==> src/include/matmul_cfg.svh <==
`ifndef MATMUL_CFG_SVH
`define MATMUL_CFG_SVH

// element and accumulator widths
`define MM_DWIDTH 16
`define MM_ACC_WIDTH 32

// matrix order and row address width
`define MM_LANES 4
`define MM_AWIDTH 2

// edges from start until the last term has landed in every cell
`define MM_RESULT_STEP 12

`endif

==> src/hdl/matmul_pkg.sv <==
`include "matmul_cfg.svh"

package matmul_pkg;

  typedef logic [`MM_DWIDTH-1:0] elem_t;
  typedef logic [`MM_ACC_WIDTH-1:0] acc_t;

  // lane 0 in the low bits
  typedef logic [`MM_LANES*`MM_DWIDTH-1:0] row_t;
  typedef logic [`MM_AWIDTH-1:0] row_addr_t;

  // C[i][j] at element 4i+j
  typedef logic [`MM_LANES*`MM_LANES*`MM_DWIDTH-1:0] result_mat_t;

  typedef enum logic [1:0] {
    fd_idle,
    fd_feed,
    fd_drain,
    fd_wait_store
  } feed_state_t;

  typedef enum logic {
    st_idle,
    st_store
  } store_state_t;

endpackage

==> src/hdl/operand_feeder.sv <==
`timescale 1ns/100ps
`include "matmul_cfg.svh"

module operand_feeder import matmul_pkg::*; (
  input  logic      clk,
  input  logic      reset,
  input  logic      start,
  input  logic      done,
  input  row_t      a_row,
  input  row_t      b_row,
  output row_addr_t rd_addr,
  output row_t      a_lanes,
  output row_t      b_lanes,
  output logic      clear,
  output logic      result_valid,
  output logic      busy
);

  localparam int DW = `MM_DWIDTH;
  localparam int STEP_W = $clog2(`MM_RESULT_STEP + 1);

  feed_state_t state;
  logic [STEP_W-1:0] step;
  logic word_valid;
  logic launch;

  // busy drops on the edge done rises, so a run can follow at once
  assign busy = (state != fd_idle) && !done;
  assign launch = start && !busy;

  // step 1 reads word 0
  assign rd_addr = row_addr_t'(step - 1'b1);
  assign result_valid = (state == fd_drain) && (step == STEP_W'(`MM_RESULT_STEP));

  always_ff @(posedge clk) begin
    if (reset) begin
      state <= fd_idle;
      step <= '0;
      clear <= 1'b0;
      word_valid <= 1'b0;
    end else begin
      clear <= launch;
      // memory answers one cycle after each address
      word_valid <= (state == fd_feed);
      if (launch) begin
        state <= fd_feed;
        step <= STEP_W'(1);
      end else begin
        case (state)
          fd_feed: begin
            step <= step + 1'b1;
            if (step == STEP_W'(`MM_LANES)) begin
              state <= fd_drain;
            end
          end
          fd_drain: begin
            step <= step + 1'b1;
            if (result_valid) begin
              state <= fd_wait_store;
            end
          end
          fd_wait_store: begin
            if (done) begin
              state <= fd_idle;
            end
          end
          default: begin
          end
        endcase
      end
    end
  end

  // triangular skew, lane i late by i cycles
  for (genvar i = 0; i < `MM_LANES; i++) begin : g_skew
    elem_t a_in;
    elem_t b_in;

    // zero outside the feed window
    assign a_in = word_valid ? a_row[i*DW +: DW] : '0;
    assign b_in = word_valid ? b_row[i*DW +: DW] : '0;

    if (i == 0) begin : g_direct
      assign a_lanes[i*DW +: DW] = a_in;
      assign b_lanes[i*DW +: DW] = b_in;
    end else begin : g_delay
      elem_t a_dly [i];
      elem_t b_dly [i];

      always_ff @(posedge clk) begin
        if (reset || clear) begin
          for (int s = 0; s < i; s++) begin
            a_dly[s] <= '0;
            b_dly[s] <= '0;
          end
        end else begin
          a_dly[0] <= a_in;
          b_dly[0] <= b_in;
          for (int s = 1; s < i; s++) begin
            a_dly[s] <= a_dly[s-1];
            b_dly[s] <= b_dly[s-1];
          end
        end
      end

      assign a_lanes[i*DW +: DW] = a_dly[i-1];
      assign b_lanes[i*DW +: DW] = b_dly[i-1];
    end
  end

endmodule

==> config.mk <==
export PLATFORM = sky130hd
export DESIGN_NAME = operand_feeder
export DESIGN_NICKNAME = d
export VERILOG_FILES = /design/src/hdl/matmul_pkg.sv /design/src/hdl/operand_feeder.sv
export VERILOG_INCLUDE_DIRS = /design/src /design/src/include
export SDC_FILE = /design/constraint.sdc
export NUM_CORES = 1
export LEC_CHECK = 0
export ABC_AREA = 1
export BUFFER_PORTS_ARGS = -buffer_cell sky130_fd_sc_hd__clkbuf_2
export CELL_PAD_IN_SITES_DETAIL_PLACEMENT = 1
export CELL_PAD_IN_SITES_GLOBAL_PLACEMENT = 1
export CORE_MARGIN = 1.5
export CORE_UTILIZATION = 37
export CTS_BUF_LIST = sky130_fd_sc_hd__clkbuf_16
export DETAILED_ROUTE_END_ITERATION = 10
export PLACE_DENSITY = 0.87
export SYNTH_ARGS = -nofsm -noshare
export SYNTH_HDL_FRONTEND = slang
export SYNTH_SLANG_ARGS = --single-unit
==> constraint.sdc <==
create_clock -name clk -period 2.6 [get_ports clk]
set_clock_uncertainty 0.1 [all_clocks]
set_input_delay 0.26 -clock clk [delete_from_list [all_inputs] [get_ports clk]]
set_output_delay 0.26 -clock clk [all_outputs]
set_load 0.05 [all_outputs]
==> metrics.md, run 1 <==
| Metric | Value |
|---|---|
| Clk sinks | `200` |
| Final antenna-violating net count | `0` |
| LEAKAGE | `4.91 nW` |
| Synth warn | `0` |
| Drt drc | `0` |
| Area growth syn-to-layout | `38.5%` |
| CP required | `2.24 ns` |
| Die Y | `138 um` |
| Total power | `0.00644 W` |
| Synth unique cells | `20` |
| Number of fillers in the final layout | `2199` |
| Antenna violations before repair | `2` |
| Fin area | `9300 um2` |
| Syn_nets | `940` |
| Critical path arrival | `1.63 ns` |
| Critical-path cell list | `buf_4 -> nand2_1 -> inv_1 -> clkbuf_2` |
| Fmax | `503 MHz` |
| DP Cell Count | `1209` |
| Final HPWL DP | `10900 um` |
| Setup TNS | `0 ns` |
| Synthesized flop and latch total | `200` |
| Nets | `1237` |
| Vias/cell | `4.08` |
| Max-Cap Viols | `0` |
| First-pass GRT wire length | `28700 um` |
| CP endpoint kind | `primary output` |
| Global placer's final weighted congestion | `0.767` |
| Netlist Area Pre-Place | `6720 um2` |
| H-tree levels | `4` |
| Max-slew headroom | `66.6%` |
| Setup bufs post-CTS | `0` |
| TritonCTS clock tree | `yes` |
| Fin crit period | `1.99 ns` |
| CP max stage cell | `dfxtp_1` |
| Core ar. | `17900 um2` |
| Initial Util | `37.5%` |
| Crit path kind | `flip-flop to primary output` |
| Post-route insts no fill | `1341` |
| Synth Instances | `800` |
| Clk buf depth | `2` |
| FP Rows | `49` |
| Grt total ovfl | `0` |
| Share of layout cells above drive strength 1 | `28.4%` |
| Clk Latency, worst-skew pair | `0.42 ns` |
| Final setup violation count | `0` |
| DIE AREA | `19000 um2` |
| Vias in the first global route | `5923` |
| Port buffer count | `264` |
| Power Dens Cells | `692 nW/um2` |
| Worst-margin pin slew | `0.502 ns` |
| Hold-fix buffers at CTS | `98` |
| Post-CTS Resized | `0` |
| Cell Area, Placed | `7730 um2` |
| Crit path largest cell delay | `0.38 ns` |
| RSZ-0062 raised after global routing | `no` |
| CTS clk-pin slew, worst paths | `0.07 ns` |
| Final hold vios | `0` |
| Worst vdd ir | `0.450 mV` |
| Post-Syn Area per Cell | `8.39 um2` |
| DRT Pass-1 Iters | `4` |
| Max Slew Vio Count | `0` |
| Drt initial violations | `86` |
| Max FO, Critical Path | `32` |
| Largest net degree at the start of global routing | `97` |
| HP Class | `input pin to flip-flop` |
| Num CTS Buffers | `17` |
| WL final | `19200 um` |
| Via count | `5473` |
| Outcome | `complete, no violations` |
| Die width | `138 um` |
| Post-synthesis sequential area ratio | `59.6%` |
| Tot GR Track Use | `20.1%` |
| CTS Root Cell | `clkbuf_16` |
| Fin Hold WS | `0.0656 ns` |
| Wire per inst | `14.3 um` |
| Num ports | `265` |
| Crit start category | `flip-flop` |
| Final cycle utilization of the critical path | `76.5%` |
[cell families after synthesis]
logic type,Yosys count,synth area share [%]
buffers and inverters,329,23.2
AND/OR/NAND/NOR,255,14.9
adder cells (fa/ha/maj),8,1.49
XOR/XNOR,1,0.130
flip-flops,200,59.6
AO/OA/AOI/OAI,7,0.578
[layout by cell type (no fill, tap or decap), types with 3 or more instances in the layout]
cell and instances:
a21oi_1 6, clkbuf_2 264, dfxtp_1 200, inv_6 5
clkbuf_16 17, clkinvlp_4 3, nor2_1 192, inv_8 3
dlygate4sd3_1 98, nor2_2 11, nand2_1 42, ha_1 8
nand3_1 4, inv_1 240
[path summary, 6_finish.rpt]
path,startpoint,end,slack (ns),cells past startpoint
setup reg to reg,state[0],step[3],1.01,7
hold / removal,done,clear,0.07,3
setup / recovery,word_valid,b_lanes[10],0.61,4
hold reg to reg,g_skew[2].g_delay.a_dly[0][13],g_skew[2].g_delay.a_dly[0][29],0.30,2
[synthesized netlist by cell type, drive strengths merged]
cell type	instances	area, um2
buf	85	644
nand3	4	20.0
ha	8	100
inv	241	905
nor2	203	790
dfxtp	200	4000
clkbuf	3	11.3
nand4	2	12.5
xnor2	1	8.76
nor3	1	5.00
o21ai	1	8.76
a21oi	6	30.0
nand2	43	164
or2	1	6.26
nor4	1	6.26
[critical path, delay by kind of cell, from the launching register on]
family                 cells  cell delay (ns)
AND/OR/NAND/NOR            1             0.15
flip-flops                 1             0.38
buffers and inverters      3             0.68
[power breakdown]
part / leakage [nW] / switching (W) / internal [W]
sequential: 1.62 / 0.0000237 / 0.00311
combinational: 3.01 / 0.000406 / 0.000260
clock: 0.280 / 0.00127 / 0.00137
total: 4.91 / 0.00170 / 0.00474
[routing by layer]
metal | vias up | wire (um) | track usage [%]
met3 | 58 | 919 | 4.56
met5 | - | 0 | 0
li1 | 2706 | - | -
met4 | 0 | 795 | 11.5
met1 | 2496 | 6810 | 18.8
met2 | 213 | 10700 | 39.7
[metrics by stage]
step           utilization (%)  setup WS, ns
2_1_floorplan                -         0.573
3_3_place_gp              43.2          1.01
3_5_place_dp              43.2         0.981
4_1_cts                   51.9         0.603
5_1_grt                   51.9         0.502
6_report                  51.9         0.612
[area by class of cell]
| class | instances | area [um2] | share of cell area (%) |
|---|---|---|---|
| well taps | 229 | 287 | 3.08 |
| flip-flops and latches | 200 | 4000 | 43.1 |
| clock inverters | 15 | 160 | 1.72 |
| diodes | 2 | 5.00 | 0.0538 |
| clock buffers | 17 | 425 | 4.57 |
| inverters | 241 | 906 | 9.74 |
| multi-input cells | 271 | 1160 | 12.4 |
| repair buffers | 366 | 2360 | 25.3 |
[state kept, by name, indices dropped and copies added (netlist names)]
name	cells
state	2
word_valid	1
g_skew.g_delay.b_dly	96
step	4
g_skew.g_delay.a_dly	96
clear	1
Power figures use the tool's default switching activity.
==> run 2: changes to the inputs <==
--- a/config.mk
+++ b/config.mk
@@ -11,10 +11,10 @@
 export CELL_PAD_IN_SITES_DETAIL_PLACEMENT = 1
 export CELL_PAD_IN_SITES_GLOBAL_PLACEMENT = 1
 export CORE_MARGIN = 1.5
-export CORE_UTILIZATION = 37
+export CORE_UTILIZATION = 34
 export CTS_BUF_LIST = sky130_fd_sc_hd__clkbuf_16
 export DETAILED_ROUTE_END_ITERATION = 10
-export PLACE_DENSITY = 0.87
+export PLACE_DENSITY = 0.81
 export SYNTH_ARGS = -nofsm -noshare
 export SYNTH_HDL_FRONTEND = slang
 export SYNTH_SLANG_ARGS = --single-unit
==> constraint.sdc (replaced) <==
create_clock -name clk -period 1.9 [get_ports clk]
set_clock_uncertainty 0.1 [all_clocks]
set_input_delay 0.19 -clock clk [delete_from_list [all_inputs] [get_ports clk]]
set_output_delay 0.19 -clock clk [all_outputs]
set_load 0.05 [all_outputs]
==> metrics.md, run 2 (synthesis results as in run 1) <==
| Metric | Value |
|---|---|
| Outcome | `complete, no violations (unchanged)` |
| Port buffer count | `264 (unchanged)` |
| Tot GR Track Use | `17.6% (was 20.1%)` |
| Antenna violations before repair | `1 (was 2)` |
| Setup bufs post-CTS | `0 (unchanged)` |
| Final HPWL DP | `11200 um (was 10900 um)` |
| Num ports | `265 (unchanged)` |
| CP endpoint kind | `primary output (unchanged)` |
| Global placer's final weighted congestion | `0.838 (was 0.767)` |
| Setup ws final | `0.0988 ns (was 0.612 ns)` |
| Worst-margin pin slew | `0.390 ns (was 0.502 ns)` |
| Clk Latency, worst-skew pair | `0.42 ns (about the same)` |
| Max FO, Critical Path | `4 (was 32)` |
| Fin crit period | `1.80 ns` |
| Largest regs | `g_skew.g_delay.a_dly: 96 flops, g_skew.g_delay.b_dly: 96 flops, step: 4 flops (unchanged)` |
| Crit path kind | `flip-flop to primary output (unchanged)` |
| Nets | `1238 (was 1237)` |
| Fmax | `555 MHz` |
| DRT met1 WL | `6550 um (was 6810 um)` |
| Setup TNS | `0 ns (unchanged)` |
| Final Core Density | `48.5% (was 51.9%)` |
| Worst vdd ir | `0.562 mV (was 0.450 mV)` |
| Critical path arrival | `1.51 ns (was 1.63 ns)` |
| Max-Cap Viols | `0 (unchanged)` |
| Critical-path cell list | `inv_1 -> ha_1 -> nand3_2 -> nor2_2 -> buf_6 (was buf_4 -> nand2_1 -> inv_1 -> clkbuf_2)` |
| Drt drc | `0 (unchanged)` |
| DIE AREA | `20600 um2 (was 19000 um2)` |
| Wire per inst | `13.0 um (was 14.3 um)` |
| Max Slew Vio Count | `0 (unchanged)` |
| TritonCTS clock tree | `yes (unchanged)` |
| LEAKAGE | `4.95 nW (was 4.91 nW)` |
| Largest net degree at the start of global routing | `48 (was 97)` |
| Most frequent cells in the layout | `clkbuf_2, inv_1, dfxtp_1, nor2_1, dlygate4sd3_1 (unchanged)` |
| Share of layout cells above drive strength 1 | `28.5% (was 28.4%)` |
| Most common cell after layout, fill and taps aside | `clkbuf_2 (unchanged)` |
| CP max stage cell | `dfxtp_1 (unchanged)` |
| Die width | `144 um (was 138 um)` |
| First-pass GRT wire length | `27500 um (was 28700 um)` |
| HP Class | `input pin to flip-flop (unchanged)` |
| Clk buf depth | `2 (unchanged)` |
| Final cycle utilization of the critical path | `94.8%` |
| Final setup violation count | `0 (unchanged)` |
| DRT Pass-1 Iters | `4 (unchanged)` |
| Worst Path Buf+Inv | `2 (was 3)` |
| Met2 routed WL | `9980 um (was 10700 um)` |
| Top routing layer used | `met4 (unchanged)` |
| Area growth syn-to-layout | `40.1% (was 38.5%)` |
| Num CTS Buffers | `17 (unchanged)` |
| Fin Hold WS | `0.0350 ns (was 0.0656 ns)` |
| Crit path largest cell delay | `0.32 ns (was 0.38 ns)` |
| Core ar. | `19400 um2 (was 17900 um2)` |
| CP required | `1.61 ns (was 2.24 ns)` |
| WL final | `17900 um (was 19200 um)` |
| Pre-CTS setup slack | `0.268 ns (was 0.981 ns)` |
| Met3 wire len | `992 um (was 919 um)` |
| DP Cell Count | `1246 (was 1209)` |
| Final antenna-violating net count | `0 (unchanged)` |
| CP top delay family | `flip-flops (was buffers and inverters)` |
| Post-route insts no fill | `1380 (was 1341)` |
| CTS clk-pin slew, worst paths | `0.08 ns (was 0.07 ns)` |
| Clk sinks | `200 (unchanged)` |
| Via count | `5430 (was 5473)` |
| H-tree levels | `4 (unchanged)` |
| Max-slew headroom | `74.0% (was 66.6%)` |
| Vias in the first global route | `5827 (was 5923)` |
| FP Rows | `51 (was 49)` |
| Final hold vios | `0 (unchanged)` |
| Die Y | `144 um (was 138 um)` |
| Grt total ovfl | `0 (unchanged)` |
| Crit start category | `flip-flop (unchanged)` |
| Vias/cell | `3.93 (was 4.08)` |
| Power Dens Cells | `938 nW/um2 (was 692 nW/um2)` |
| Initial Util | `34.6% (was 37.5%)` |
| CTS Root Cell | `clkbuf_16 (unchanged)` |
| Drt initial violations | `107 (was 86)` |
[run 2: final timing paths]
check	start	endpoint	slack, ns	cells past startpoint
max	step[1]	result_valid	0.1	5
min	done	clear	0.04	3
max reg2reg	state[0]	step[3]	0.33	7
min reg2reg	g_skew[3].g_delay.b_dly[0][16]	g_skew[3].g_delay.b_dly[0][32]	0.30	2
[run 2: what timing repair did]
action / CTS / global route
pin swaps: 0 / 1
endpoints found under the hold margin: 100 / 0
resized for setup: 1 / 10
hold buffers: 98 / 0
endpoints found under the setup margin: 1 / 8
[run 2: stage by stage]
| stage | cell area (um2) | total power [W] |
|---|---|---|
| 4_1_cts | 9380 | 0.00892 |
| 5_1_grt | 9400 | 0.00919 |
| 3_3_place_gp | 7810 | 0.00510 |
| 6_report | 9410 | 0.00882 |
| 2_1_floorplan | 6720 | 0.00487 |
| 3_5_place_dp | 7810 | 0.00512 |
[run 2: metal layers]
layer	GRT usage, %	vias up
li1	-	2713
met1	16.8	2495
met2	35.2	194
met3	3.90	28
met4	7.89	0
met5	0	-
[run 2: worst min-delay path: stages]
cell      delay (ns)
clkbuf_2        0.13
o21ai_2         0.08
nor2_1          0.11
[run 2: layout make-up]
type                       instances  area [um2]
fill                            2356        9990
sequential                       200        4010
clock buffer                      17         425
tap                              265         332
antenna                            4        10.0
multi-input combinational        271        1160
clock inverter                    15         163
inverter                         241         906
timing repair buffer             367        2400
[run 2: where the power goes]
group	switching, W	internal [W]	total [W]
registers	0.0000286	0.00426	0.00429
logic	0.000549	0.000367	0.000917
clock network	0.00164	0.00198	0.00362
