[src/include/matmul_cfg.svh]
`ifndef MATMUL_CFG_SVH
`define MATMUL_CFG_SVH

// element and accumulator widths
`define MM_DWIDTH 16
`define MM_ACC_WIDTH 32

// matrix order and row address width
`define MM_LANES 4
`define MM_AWIDTH 2

// edges from start until the last term has landed in every cell
`define MM_RESULT_STEP 12

`endif

[src/hdl/matmul_pkg.sv]
`include "matmul_cfg.svh"

package matmul_pkg;

  typedef logic [`MM_DWIDTH-1:0] elem_t;
  typedef logic [`MM_ACC_WIDTH-1:0] acc_t;

  // lane 0 in the low bits
  typedef logic [`MM_LANES*`MM_DWIDTH-1:0] row_t;
  typedef logic [`MM_AWIDTH-1:0] row_addr_t;

  // C[i][j] at element 4i+j
  typedef logic [`MM_LANES*`MM_LANES*`MM_DWIDTH-1:0] result_mat_t;

  typedef enum logic [1:0] {
    fd_idle,
    fd_feed,
    fd_drain,
    fd_wait_store
  } feed_state_t;

  typedef enum logic {
    st_idle,
    st_store
  } store_state_t;

endpackage

[src/hdl/row_ram.sv]
`timescale 1ns/100ps
`include "matmul_cfg.svh"

module row_ram import matmul_pkg::*; (
  input  logic      clk,
  input  logic      we,
  input  row_addr_t wr_addr,
  input  row_t      wr_data,
  input  row_addr_t rd_addr,
  output row_t      rd_data
);

  // one word per matrix row or column
  row_t mem [`MM_LANES];

  always_ff @(posedge clk) begin
    if (we) begin
      mem[wr_addr] <= wr_data;
    end
  end

  // registered read, old data on a same-address write
  always_ff @(posedge clk) begin
    rd_data <= mem[rd_addr];
  end

endmodule

[config.mk]
export PLATFORM = sky130hd
export DESIGN_NAME = row_ram
export DESIGN_NICKNAME = d
export VERILOG_FILES = /design/src/hdl/matmul_pkg.sv /design/src/hdl/row_ram.sv
export VERILOG_INCLUDE_DIRS = /design/src /design/src/include
export SDC_FILE = /design/constraint.sdc
export NUM_CORES = 1
export LEC_CHECK = 0
export BUFFER_PORTS_ARGS = -buffer_cell sky130_fd_sc_hd__buf_2
export CAP_MARGIN = 5
export CELL_PAD_IN_SITES_DETAIL_PLACEMENT = 1
export CELL_PAD_IN_SITES_GLOBAL_PLACEMENT = 1
export CORE_ASPECT_RATIO = 0.5
export CORE_MARGIN = 5
export CORE_UTILIZATION = 50
export DETAILED_ROUTE_END_ITERATION = 10
export PLACE_DENSITY_LB_ADDON = 0.1
export SETUP_SLACK_MARGIN = 0.05
export SLEW_MARGIN = 5
export SYNTH_ARGS = -nofsm -noshare
export SYNTH_HDL_FRONTEND = slang
export SYNTH_SLANG_ARGS = --single-unit
[constraint.sdc]
create_clock -name clk -period 6.7 [get_ports clk]
set_clock_uncertainty 0.15 [all_clocks]
set_input_delay 0.67 -clock clk [delete_from_list [all_inputs] [get_ports clk]]
set_output_delay 0.67 -clock clk [all_outputs]
set_load 0.05 [all_outputs]
==> impl_metrics.py, run 1 <==
metrics = {
    "outcome": {
        "status": "finished, final reports clean",
    },
    "floorplanning": {
        "start_util": 0.513,
        "die-area_sq_um": 24400,
        "die_width_microns": 216,
        "floorplan.rows": 37,
        "top_level_ports": 134,
        "die_h_microns": 113,
        "core-area_sq_um": 20700,
    },
    "power_and_ir_drop": {
        "power.density_nw_per_um2": 335,
        "totalPowerFinal_mw": 4.14,
        "static-leakage-power_nw": 4.30,
        "p_comb_frac": 0.080,
        "irDropWorstVdd_mv": 0.166,
        "internal_power_mw": 3.23,
        "power.switching_mw": 0.916,
        "power.share.clock": 0.365,
        "share_of_power_burned_in_registers": 0.555,
        "power.switching_fraction": 0.221,
    },
    "clock_tree": {
        "cts_root_buf": "clkbuf_16",
        "post_cts_hold_buffer_count": 0,
        "clockBufferDepth": 3,
        "cts_tree": "yes",
        "clock_insertion_delay_worst_skew_ns": 0.53,
        "cts_repair_resize_count": 0,
        "cts-buffers-inserted": 27,
        "clock-sinks": 320,
        "clkSlewWorstSetupHoldPaths_ns": 0.07,
        "postCtsSetupBuffers": 0,
        "h-tree-depth": 1,
    },
    "logic_synthesis": {
        "postSynthNetCount": 472,
        "ys_top_cells_by_count": "256 x edfxtp_1, 64 x dfxtp_1, 60 x mux4_2",
        "number_of_enable_flip_flop_cells_after_synthesis": 256,
        "cell_types_with_the_largest_area_share_after_synthesis": "edfxtp_1 72%, mux4_2 13%, dfxtp_1 12%",
        "post_synth.cell_area_avg_sq_um": 26.4,
        "synth_largest_type_area_fraction": 0.724,
        "synth_most_common_cell": "edfxtp_1",
        "synth.ff_latch_count": 320,
        "yosysWarnings": 0,
        "netlist_area_sq_um": 10600,
        "mapped_cells": 402,
        "synth.lib_cells_used.distinct": 11,
        "synthDominantAreaCellType": "edfxtp_1",
        "ys_seq_area_frac": 0.844,
        "synthArstFlopShare": 0,
        "synthFlopType": "edfxtp_1",
    },
    "sta": {
        "setup-tns-final_ns": 0,
        "grt_setup_unrepaired": "no",
        "final.period_utilization": 0.345,
        "finalMaxSlewViolations": 0,
        "finalSetupViolCount": 0,
        "final.min_clock_period_ns": 2.31,
        "final_hold_violation_count": 0,
        "postLayoutSetupSlackWorst_ns": 4.39,
        "worst_slew_pin_slew_ns": 1.04,
        "max-slew-margin-rel": 0.307,
        "max_clock_freq_ghz": 0.433,
    },
    "drt": {
        "wl_per_cell_microns": 23.1,
        "drcViolationCount": 0,
        "detailedRoute.firstIterationViolations": 292,
        "drt_pass1_iterations": 6,
        "postRouteWirelength_microns": 19600,
        "detailroute.via_count": 4526,
        "via_density_per_instance": 5.34,
        "post_route_antenna_net_violation_count": 0,
    },
    "worst_setup_path": {
        "timing.critical_path.depth": 3,
        "worst_path_max_delay_cell": "buf_4",
        "cp_common_cell": "buf_4",
        "r2r-end": "rd_data[31]$_DFF_P_",
        "rrSetupSlack_ns": 5.55,
        "critical_path.max_fanout": 43,
        "criticalPathCategory": "input port to flip-flop",
        "number_of_buffer_and_inverter_stages_on_the_critical_path": 2,
        "worst-endpoint-required_ns": 6.94,
        "r2r.worst_path.cells": 1,
        "crit_path_cell_trace": "buf_4 -> buf_4 -> mux4_1",
        "arrival_ns": 2.55,
        "reg2reg_from": "mem[0][31]$_DFFE_PP_",
        "worst_setup_path_start_kind": "input port",
        "crit_path_max_incr_delay_ns": 0.79,
        "cp-end-kind": "flip-flop",
        "critPathTopFamily": "buffers and inverters",
    },
    "place": {
        "place.port_buffers": 133,
        "minimum_setup_slack_after_placement_ns": 3.75,
        "placed_cell_area_sq_um": 11500,
        "gpl.final_weighted_congestion": 0.675,
        "post-dp-hpwl_microns": 11100,
    },
    "worst_hold_path": {
        "whs_endpoint": "mem[2][37]$_DFFE_PP_",
        "whs_path_depth": 1,
        "hold_path_startpoint": "wr_data[37]",
        "type_of_the_worst_min_delay_path": "input port to flip-flop",
    },
    "grt": {
        "global_route.overflow_total": 0,
        "grt_pass1_wl_microns": 30800,
        "first_global_vias": 5143,
        "grt_antenna_before_repair": 4,
        "grt.total_usage": 0.165,
        "largest_net_degree_at_the_start_of_global_routing": 65,
    },
    "layout": {
        "layout.core_utilization": 0.598,
        "drive_above_1_share": 0.418,
        "area_growth_pct": 16.5,
        "finish.instance_area_sq_um": 12400,
        "design.final.nets": 625,
    },
    "job": {
        "number_of_maximum_capacitance_constraint_violations": 0,
    },
}
[state kept, by name (all words and copies together) (netlist names)]
register / flops
mem: 256
rd_data: 64
[placed cells by master, fill, tap and decap left out]
master     instances
buf_4              7
mux4_2            60
bufinv_16          2
clkinv_2           3
clkinv_1           1
clkbuf_8           4
dfxtp_1           64
nor3b_2            1
and3_4             1
mux4_1             4
inv_6              1
buf_2            131
and3b_4            2
clkbuf_16         27
edfxtp_1         256
diode_2            2
clkbuf_1           8
[worst max path at each step]
stage                           from                  end  slack [ns]
after detailed placement  rd_addr[0]   rd_data[2]$_DFF_P_        3.75
final                     rd_addr[0]   rd_data[0]$_DFF_P_        4.39
after global placement    rd_addr[0]   rd_data[2]$_DFF_P_        3.77
after global routing      rd_addr[0]   rd_data[0]$_DFF_P_        4.23
after floorplan           wr_addr[1]  mem[0][0]$_DFFE_PP_        0.60
after CTS                 rd_addr[0]   rd_data[2]$_DFF_P_        4.31
[routing by layer]
| metal | global-route usage | vias to the layer above | part of all wire |
|---|---|---|---|
| met5 | 0 | - | 0.0022 |
| met4 | 0.0339 | 6 | 0.013 |
| met3 | 0.0449 | 29 | 0.053 |
| met2 | 0.277 | 105 | 0.50 |
| met1 | 0.222 | 2397 | 0.44 |
| li1 | - | 1989 | - |
[through the flow]
step | hold slack [ns] | std cells
after global routing | 0.172 | 846
after floorplan | 0.366 | 402
after CTS | 0.175 | 845
final | 0.201 | 847
after global placement | 0.372 | 799
after detailed placement | 0.386 | 799
[cell families after synthesis]
kind of cell           synth area share
buffers and inverters            0.0157
multiplexers                      0.137
flip-flops                        0.844
AND/OR/NAND/NOR                 0.00295
[power groups by stage]
stage	clock, mW	sequential, mW	combinational, mW
2_1_floorplan	0	2.47	0.102
3_3_place_gp	0	2.34	0.330
3_5_place_dp	0	2.34	0.336
4_1_cts	1.56	2.30	0.337
5_1_grt	1.66	2.31	0.348
6_report	1.51	2.30	0.330
[cell type report]
class | instances | area (sq um)
Antenna cell | 2 | 5.00
Timing Repair Buffer | 138 | 708
Fill cell | 1710 | 8320
Clock buffer | 39 | 761
Tap cell | 273 | 342
Multi-Input combinational cell | 68 | 1510
Sequential cell | 320 | 8970
Clock inverter | 7 | 87.6
Note: power is estimated with default switching activity, not from simulation.
==> run 2: changes to the inputs <==
--- a/config.mk
+++ b/config.mk
@@ -12,7 +12,7 @@
 export CELL_PAD_IN_SITES_GLOBAL_PLACEMENT = 1
 export CORE_ASPECT_RATIO = 0.5
 export CORE_MARGIN = 5
-export CORE_UTILIZATION = 50
+export CORE_UTILIZATION = 45
 export DETAILED_ROUTE_END_ITERATION = 10
 export PLACE_DENSITY_LB_ADDON = 0.1
 export SETUP_SLACK_MARGIN = 0.05
==> constraint.sdc (replaced) <==
create_clock -name clk -period 2.05 [get_ports clk]
set_clock_uncertainty 0.15 [all_clocks]
set_input_delay 0.205 -clock clk [delete_from_list [all_inputs] [get_ports clk]]
set_output_delay 0.205 -clock clk [all_outputs]
set_load 0.05 [all_outputs]
==> run 2 against run 1 <==
Against the previous run:
- critical path depth down 2
- combinational power rose to 3.7 times the previous value
- register-to-register slack worse by 4.6 ns
- die area up 10%
- critical endpoint is now rd_data[63]
- worst hold slack worse by 0.12 ns
- clock power rose to 3.4 times the previous value
==> impl_metrics.py, run 2 (synthesis gave the netlist of run 1 again) <==
metrics = {
    "sta": {
        "setup-tns-final_ns": 0,
        "hold_ws_ns": 0.0809,
        "final.min_clock_period_ns": 1.54,
        "final.period_utilization": 0.749,
        "final_hold_violation_count": 0,
        "finalMaxSlewViolations": 0,
        "finalSetupViolCount": 0,
        "max-slew-margin-rel": 0.715,
        "max_clock_freq_ghz": 0.651,
        "worst_slew_pin_slew_ns": 0.427,
        "grt_setup_unrepaired": "no",
    },
    "drt": {
        "drcViolationCount": 0,
        "detailedRoute.firstIterationViolations": 309,
        "drt_pass1_iterations": 4,
        "postRouteWirelength_microns": 19500,
        "post_route_antenna_net_violation_count": 0,
        "detailroute.via_count": 4705,
        "via_density_per_instance": 4.92,
        "wl_per_cell_microns": 20.3,
    },
    "worst_setup_path": {
        "worst_path_max_delay_cell": "dfxtp_1",
        "crit_path_cell_trace": "buf_2",
        "critical_path.max_fanout": 1,
        "worst_setup_path_start_kind": "flip-flop",
        "critPathTopFamily": "flip-flops",
        "cp-end-kind": "output pin",
        "worst-endpoint-required_ns": 1.69,
        "criticalPathCategory": "flip-flop to output pin",
        "crit_path_max_incr_delay_ns": 0.37,
        "number_of_buffer_and_inverter_stages_on_the_critical_path": 1,
        "arrival_ns": 1.18,
    },
    "layout": {
        "filler_cell_count": 1944,
        "multiInputGateArea_sq_um": 1510,
        "largest_register_ff_count": 256,
        "largest-register": "mem",
        "area_growth_pct": 25.5,
        "most-common-layout-cells": "256 x edfxtp_1, 131 x buf_2, 65 x dlygate4sd3_1",
        "largest_registers": "mem x256, rd_data x64",
        "sequential_cell_area_sq_um": 8970,
        "design.final.nets": 698,
        "final_common_cell": "edfxtp_1",
        "drive_above_1_share": 0.385,
        "n_antenna_cell": 0,
    },
    "floorplanning": {
        "floorplan.rows": 39,
        "die_h_microns": 119,
        "top_level_ports": 134,
        "start_util": 0.461,
        "core-area_sq_um": 23000,
        "die-area_sq_um": 27000,
        "die_width_microns": 227,
    },
    "place": {
        "gpl.final_weighted_congestion": 0.652,
        "place.port_buffers": 133,
        "post-dp-hpwl_microns": 10900,
    },
    "clock_tree": {
        "cts-buffers-inserted": 28,
        "h-tree-depth": 1,
        "clkSlewWorstSetupHoldPaths_ns": 0.06,
        "cts_tree": "yes",
        "cts_root_buf": "clkbuf_16",
        "clock_insertion_delay_worst_skew_ns": 0.54,
        "postCtsSetupBuffers": 0,
        "cts_repair_resize_count": 0,
        "clock-sinks": 320,
        "clockBufferDepth": 3,
    },
    "grt": {
        "global_route.overflow_total": 0,
        "grt.total_usage": 0.148,
        "grt_antenna_before_repair": 0,
        "grt_pass1_wl_microns": 30700,
        "first_global_vias": 5256,
        "largest_net_degree_at_the_start_of_global_routing": 65,
    },
    "power_and_ir_drop": {
        "internal_power_mw": 10.8,
        "power.switching_mw": 3.10,
        "power.switching_fraction": 0.223,
        "irDropWorstVdd_mv": 0.607,
        "static-leakage-power_nw": 4.68,
        "share_of_power_burned_in_registers": 0.539,
        "p_comb_frac": 0.088,
        "power.density_nw_per_um2": 1040,
        "power.share.clock": 0.373,
    },
    "job": {
        "number_of_maximum_capacitance_constraint_violations": 0,
    },
    "outcome": {
        "status": "finished, final reports clean",
    },
    "worst_hold_path": {
        "type_of_the_worst_min_delay_path": "input port to flip-flop",
    },
}
-- run 2: cell types whose count changed in the layout (fill, tap and decap cells not counted), moves of 2 or more --
| cell | delta |
|---|---|
| dlygate4sd3_1 | +65 |
| buf_12 | +12 |
| buf_4 | -5 |
| clkinv_2 | +5 |
| clkbuf_8 | -4 |
| clkinv_1 | +3 |
| clkbuf_16 | +2 |
| diode_2 | -2 |
-- run 2: power by group through the flow --
stage | logic, mW | clock network (mW) | registers [mW]
2_1_floorplan | 0.334 | 0 | 8.06
3_3_place_gp | 1.13 | 0 | 7.63
3_5_place_dp | 1.15 | 0 | 7.64
4_1_cts | 1.24 | 5.35 | 7.50
6_report | 1.22 | 5.19 | 7.50
5_1_grt | 1.29 | 5.69 | 7.53
-- run 2: worst paths after layout --
check,depth (start not counted),slack [ns],endpoint,from
hold reg to reg,1,0.40,rd_data[0]$_DFF_P_,mem[0][0]$_DFFE_PP_
setup / recovery,1,0.51,rd_data[63],rd_data[63]$_DFF_P_
hold / removal,2,0.08,mem[1][50]$_DFFE_PP_,we
setup reg to reg,1,0.91,rd_data[63]$_DFF_P_,mem[1][63]$_DFFE_PP_
-- run 2: metrics by stage --
step,instances,setup WS (ns),power [mW],instance area (sq um),utilization
after floorplan,402,-0.396,8.39,10600,-
after global placement,840,0.440,8.76,11800,0.511
after detailed placement,840,0.426,8.79,11800,0.511
after CTS,956,0.493,14.1,13300,0.578
after global routing,957,0.465,14.5,13300,0.579
final,957,0.514,13.9,13300,0.579
-- run 2: cell type report --
| type | instances | area share |
|---|---|---|
| sequential | 320 | 0.673 |
| timing repair buffer | 210 | 0.117 |
| multi-input combinational | 68 | 0.113 |
| clock buffer | 36 | 0.0564 |
| tap | 307 | 0.0288 |
| clock inverter | 16 | 0.0115 |
-- run 2: metal layers --
metal | wire length, microns | vias up | GRT usage
met1 | 8490 | 2454 | 0.202
met5 | 0 | - | 0
met4 | 277 | 0 | 0.0269
li1 | - | 2144 | -
met3 | 812 | 24 | 0.0357
met2 | 9890 | 83 | 0.248
-- run 2: timing repair --
action                                 CTS  global route
hold buffers                            64             1
endpoints found under the hold margin  256             2
setup endpoints to repair                0             0
==> run 3: changes to the inputs <==
--- a/config.mk
+++ b/config.mk
@@ -6,13 +6,14 @@
 export SDC_FILE = /design/constraint.sdc
 export NUM_CORES = 1
 export LEC_CHECK = 0
+export ABC_AREA = 1
 export BUFFER_PORTS_ARGS = -buffer_cell sky130_fd_sc_hd__buf_2
 export CAP_MARGIN = 5
 export CELL_PAD_IN_SITES_DETAIL_PLACEMENT = 1
 export CELL_PAD_IN_SITES_GLOBAL_PLACEMENT = 1
 export CORE_ASPECT_RATIO = 0.5
 export CORE_MARGIN = 5
-export CORE_UTILIZATION = 45
+export CORE_UTILIZATION = 46
 export DETAILED_ROUTE_END_ITERATION = 10
 export PLACE_DENSITY_LB_ADDON = 0.1
 export SETUP_SLACK_MARGIN = 0.05
==> constraint.sdc (replaced) <==
create_clock -name clk -period 1.6 [get_ports clk]
set_clock_uncertainty 0.15 [all_clocks]
set_input_delay 0.16 -clock clk [delete_from_list [all_inputs] [get_ports clk]]
set_output_delay 0.16 -clock clk [all_outputs]
set_load 0.05 [all_outputs]
==> run 3 against run 2 <==
Against the previous run:
- count of clock-buffer cells in the layout is 9 higher
- via count is 67% higher
- critical path type unchanged
- combinational power is 53% higher
- highest routed layer unchanged
- worst hold slack worse by 0.099 ns
- the flow now finishes with violations (hold timing)
- critical path depth stayed put
- sequential share of layout area is 7.1 points lower
- clock power is 30% higher
- core utilization is 0.54 points higher
- design area is 12% higher
==> impl_metrics.py, run 3 <==
metrics = {
    "worst_hold_path": {
        "type_of_the_worst_min_delay_path": "input port to flip-flop",
        "whs_path_depth": 4,
        "whs_endpoint": "rd_data[25]$_DFF_P_",
        "hold_path_startpoint": "rd_addr[1]",
    },
    "worst_setup_path": {
        "arrival_ns": 1.18,
        "worst_setup_path_start_kind": "flip-flop",
        "critPathTopFamily": "flip-flops",
        "crit_path_cell_trace": "buf_2",
        "critical_path.max_fanout": 1,
        "worst-endpoint-required_ns": 1.29,
        "crit_path_max_incr_delay_ns": 0.36,
        "cp-end-kind": "output pin",
        "worst_path_max_delay_cell": "dfxtp_1",
        "r2r-end": "rd_data[63]$_DFF_P_",
        "number_of_buffer_and_inverter_stages_on_the_critical_path": 1,
        "r2r.worst_path.cells": 4,
        "rrSetupSlack_ns": 0.64,
        "reg2reg_from": "mem[3][63]$_DFFE_PP_",
        "criticalPathCategory": "flip-flop to output pin",
    },
    "sta": {
        "finalMaxSlewViolations": 0,
        "hold_ws_ns": -0.0177,
        "final_hold_violation_count": 1,
        "finalSetupViolCount": 0,
        "setup-tns-final_ns": 0,
        "worst_slew_pin_slew_ns": 0.436,
        "max-slew-margin-rel": 0.710,
        "final.period_utilization": 0.932,
        "final.min_clock_period_ns": 1.49,
        "max_clock_freq_ghz": 0.670,
        "grt_setup_unrepaired": "no",
    },
    "drt": {
        "post_route_antenna_net_violation_count": 0,
        "postRouteWirelength_microns": 27500,
        "detailedRoute.firstIterationViolations": 309,
        "drt_pass1_iterations": 6,
        "wl_per_cell_microns": 16.7,
        "via_density_per_instance": 4.75,
        "detailroute.via_count": 7836,
        "drcViolationCount": 0,
    },
    "floorplanning": {
        "die_h_microns": 124,
        "floorplan.rows": 41,
        "top_level_ports": 134,
        "start_util": 0.472,
        "core-area_sq_um": 25500,
        "die-area_sq_um": 29700,
        "die_width_microns": 239,
    },
    "logic_synthesis": {
        "synthFlopType": "edfxtp_1",
        "synth.ff_latch_count": 320,
        "ys_seq_area_frac": 0.745,
        "netlist_area_sq_um": 12000,
        "mapped_cells": 1074,
        "synth_largest_type_area_fraction": 0.638,
        "synthArstFlopShare": 0,
        "number_of_enable_flip_flop_cells_after_synthesis": 256,
        "synthDominantAreaCellType": "edfxtp_1",
        "synth_most_common_cell": "nand2_1",
        "post_synth.cell_area_avg_sq_um": 11.2,
        "ys_top_cells_by_count": "320 x nand2_1, 259 x inv_1, 256 x edfxtp_1",
        "yosysWarnings": 0,
        "cell_types_with_the_largest_area_share_after_synthesis": "edfxtp_1 64%, dfxtp_1 11%, nand2_1 10%",
        "synth.lib_cells_used.distinct": 11,
        "postSynthNetCount": 1144,
    },
    "layout": {
        "largest_registers": "mem x256, rd_data x64",
        "area_growth_pct": 23.7,
        "most-common-layout-cells": "320 x nand2_1, 259 x inv_1, 256 x edfxtp_1",
        "largest_register_ff_count": 256,
        "largest-register": "mem",
        "filler_cell_count": 2694,
        "n_antenna_cell": 0,
        "finish.instance_area_sq_um": 14900,
        "drive_above_1_share": 0.152,
        "final_common_cell": "nand2_1",
        "layout.core_utilization": 0.584,
        "layout.cells.non_filler": 1649,
        "design.final.nets": 1353,
    },
    "grt": {
        "largest_net_degree_at_the_start_of_global_routing": 73,
        "grt.met2_usage": 0.347,
        "grtUsageMet1": 0.224,
        "grt_most_used_layer": "met2",
        "grt_pass1_wl_microns": 44400,
        "gr-usage-met3": 0.0316,
        "grt.total_usage": 0.186,
        "grt_antenna_before_repair": 0,
        "global_route.overflow_total": 0,
        "first_global_vias": 8638,
    },
    "clock_tree": {
        "cts_repair_resize_count": 0,
        "h-tree-depth": 1,
        "clkSlewWorstSetupHoldPaths_ns": 0.06,
        "clock-sinks": 320,
        "postCtsSetupBuffers": 0,
        "post_cts_hold_buffer_count": 65,
        "clockBufferDepth": 3,
        "cts-buffers-inserted": 29,
        "cts_root_buf": "clkbuf_16",
        "clock_insertion_delay_worst_skew_ns": 0.54,
        "cts_tree": "yes",
    },
    "power_and_ir_drop": {
        "static-leakage-power_nw": 6.80,
        "irDropWorstVdd_mv": 0.698,
        "power.density_nw_per_um2": 1220,
    },
    "place": {
        "post-dp-hpwl_microns": 16300,
        "placed_cell_area_sq_um": 13300,
        "gpl.final_weighted_congestion": 0.773,
        "place.port_buffers": 133,
        "dp_cells": 1531,
    },
    "outcome": {
        "violations_in_the_final_reports": "hold timing",
        "status": "complete, but fails checks",
    },
    "job": {
        "number_of_maximum_capacitance_constraint_violations": 0,
    },
}
==> run 3: metrics by stage <==
stage / hold WS (ns) / setup WS (ns) / power [mW]
2_1_floorplan: 0.109 / -0.817 / 10.9
3_3_place_gp: 0.226 / 0.0819 / 11.5
3_5_place_dp: 0.233 / 0.0675 / 11.6
4_1_cts: 0.0240 / 0.0693 / 18.5
5_1_grt: 0.0339 / 0.0693 / 19.0
6_report: -0.0177 / 0.108 / 18.2
==> run 3: cell type report <==
type / instances / area [sq um] / share of cell area
clock buffer: 45 / 826 / 0.0554
tap: 344 / 430 / 0.0289
sequential: 320 / 8970 / 0.602
inverter: 261 / 982 / 0.0659
timing repair buffer: 219 / 1690 / 0.113
clock inverter: 8 / 90.1 / 0.00605
multi-input combinational: 452 / 1910 / 0.128
==> run 3: how the worst max path moves through the flow <==
stage	from	to	slack (ns)	cells past startpoint
finish	rd_data[9]$_DFF_P_	rd_data[9]	0.11	1
global placement	wr_addr[1]	mem[3][19]$_DFFE_PP_	0.08	4
floorplan	we	mem[0][0]$_DFFE_PP_	-0.82	2
global route	rd_data[9]$_DFF_P_	rd_data[9]	0.07	1
detailed placement	wr_addr[1]	mem[3][18]$_DFFE_PP_	0.07	4
CTS	rd_data[3]$_DFF_P_	rd_data[3]	0.07	1
==> run 3: where the power goes <==
| part | internal (mW) | leakage, nW | switching, mW |
|---|---|---|---|
| sequential | 9.48 | 2.89 | 0.124 |
| combinational | 0.544 | 3.46 | 1.32 |
| clock | 3.86 | 0.444 | 2.87 |
| total | 13.9 | 6.80 | 4.32 |
==> run 3: kinds of logic after synthesis <==
family        count (synthesis)  share of synthesized area
simple gates                452                      0.155
flops                       320                      0.745
buf+inv                     302                      0.101
==> run 3: per-layer routing <==
layer  part of all wire  routed length [microns]
met1               0.41                    11300
met2               0.53                    14700
met3              0.035                      974
met4              0.019                      534
met5                  0                        0
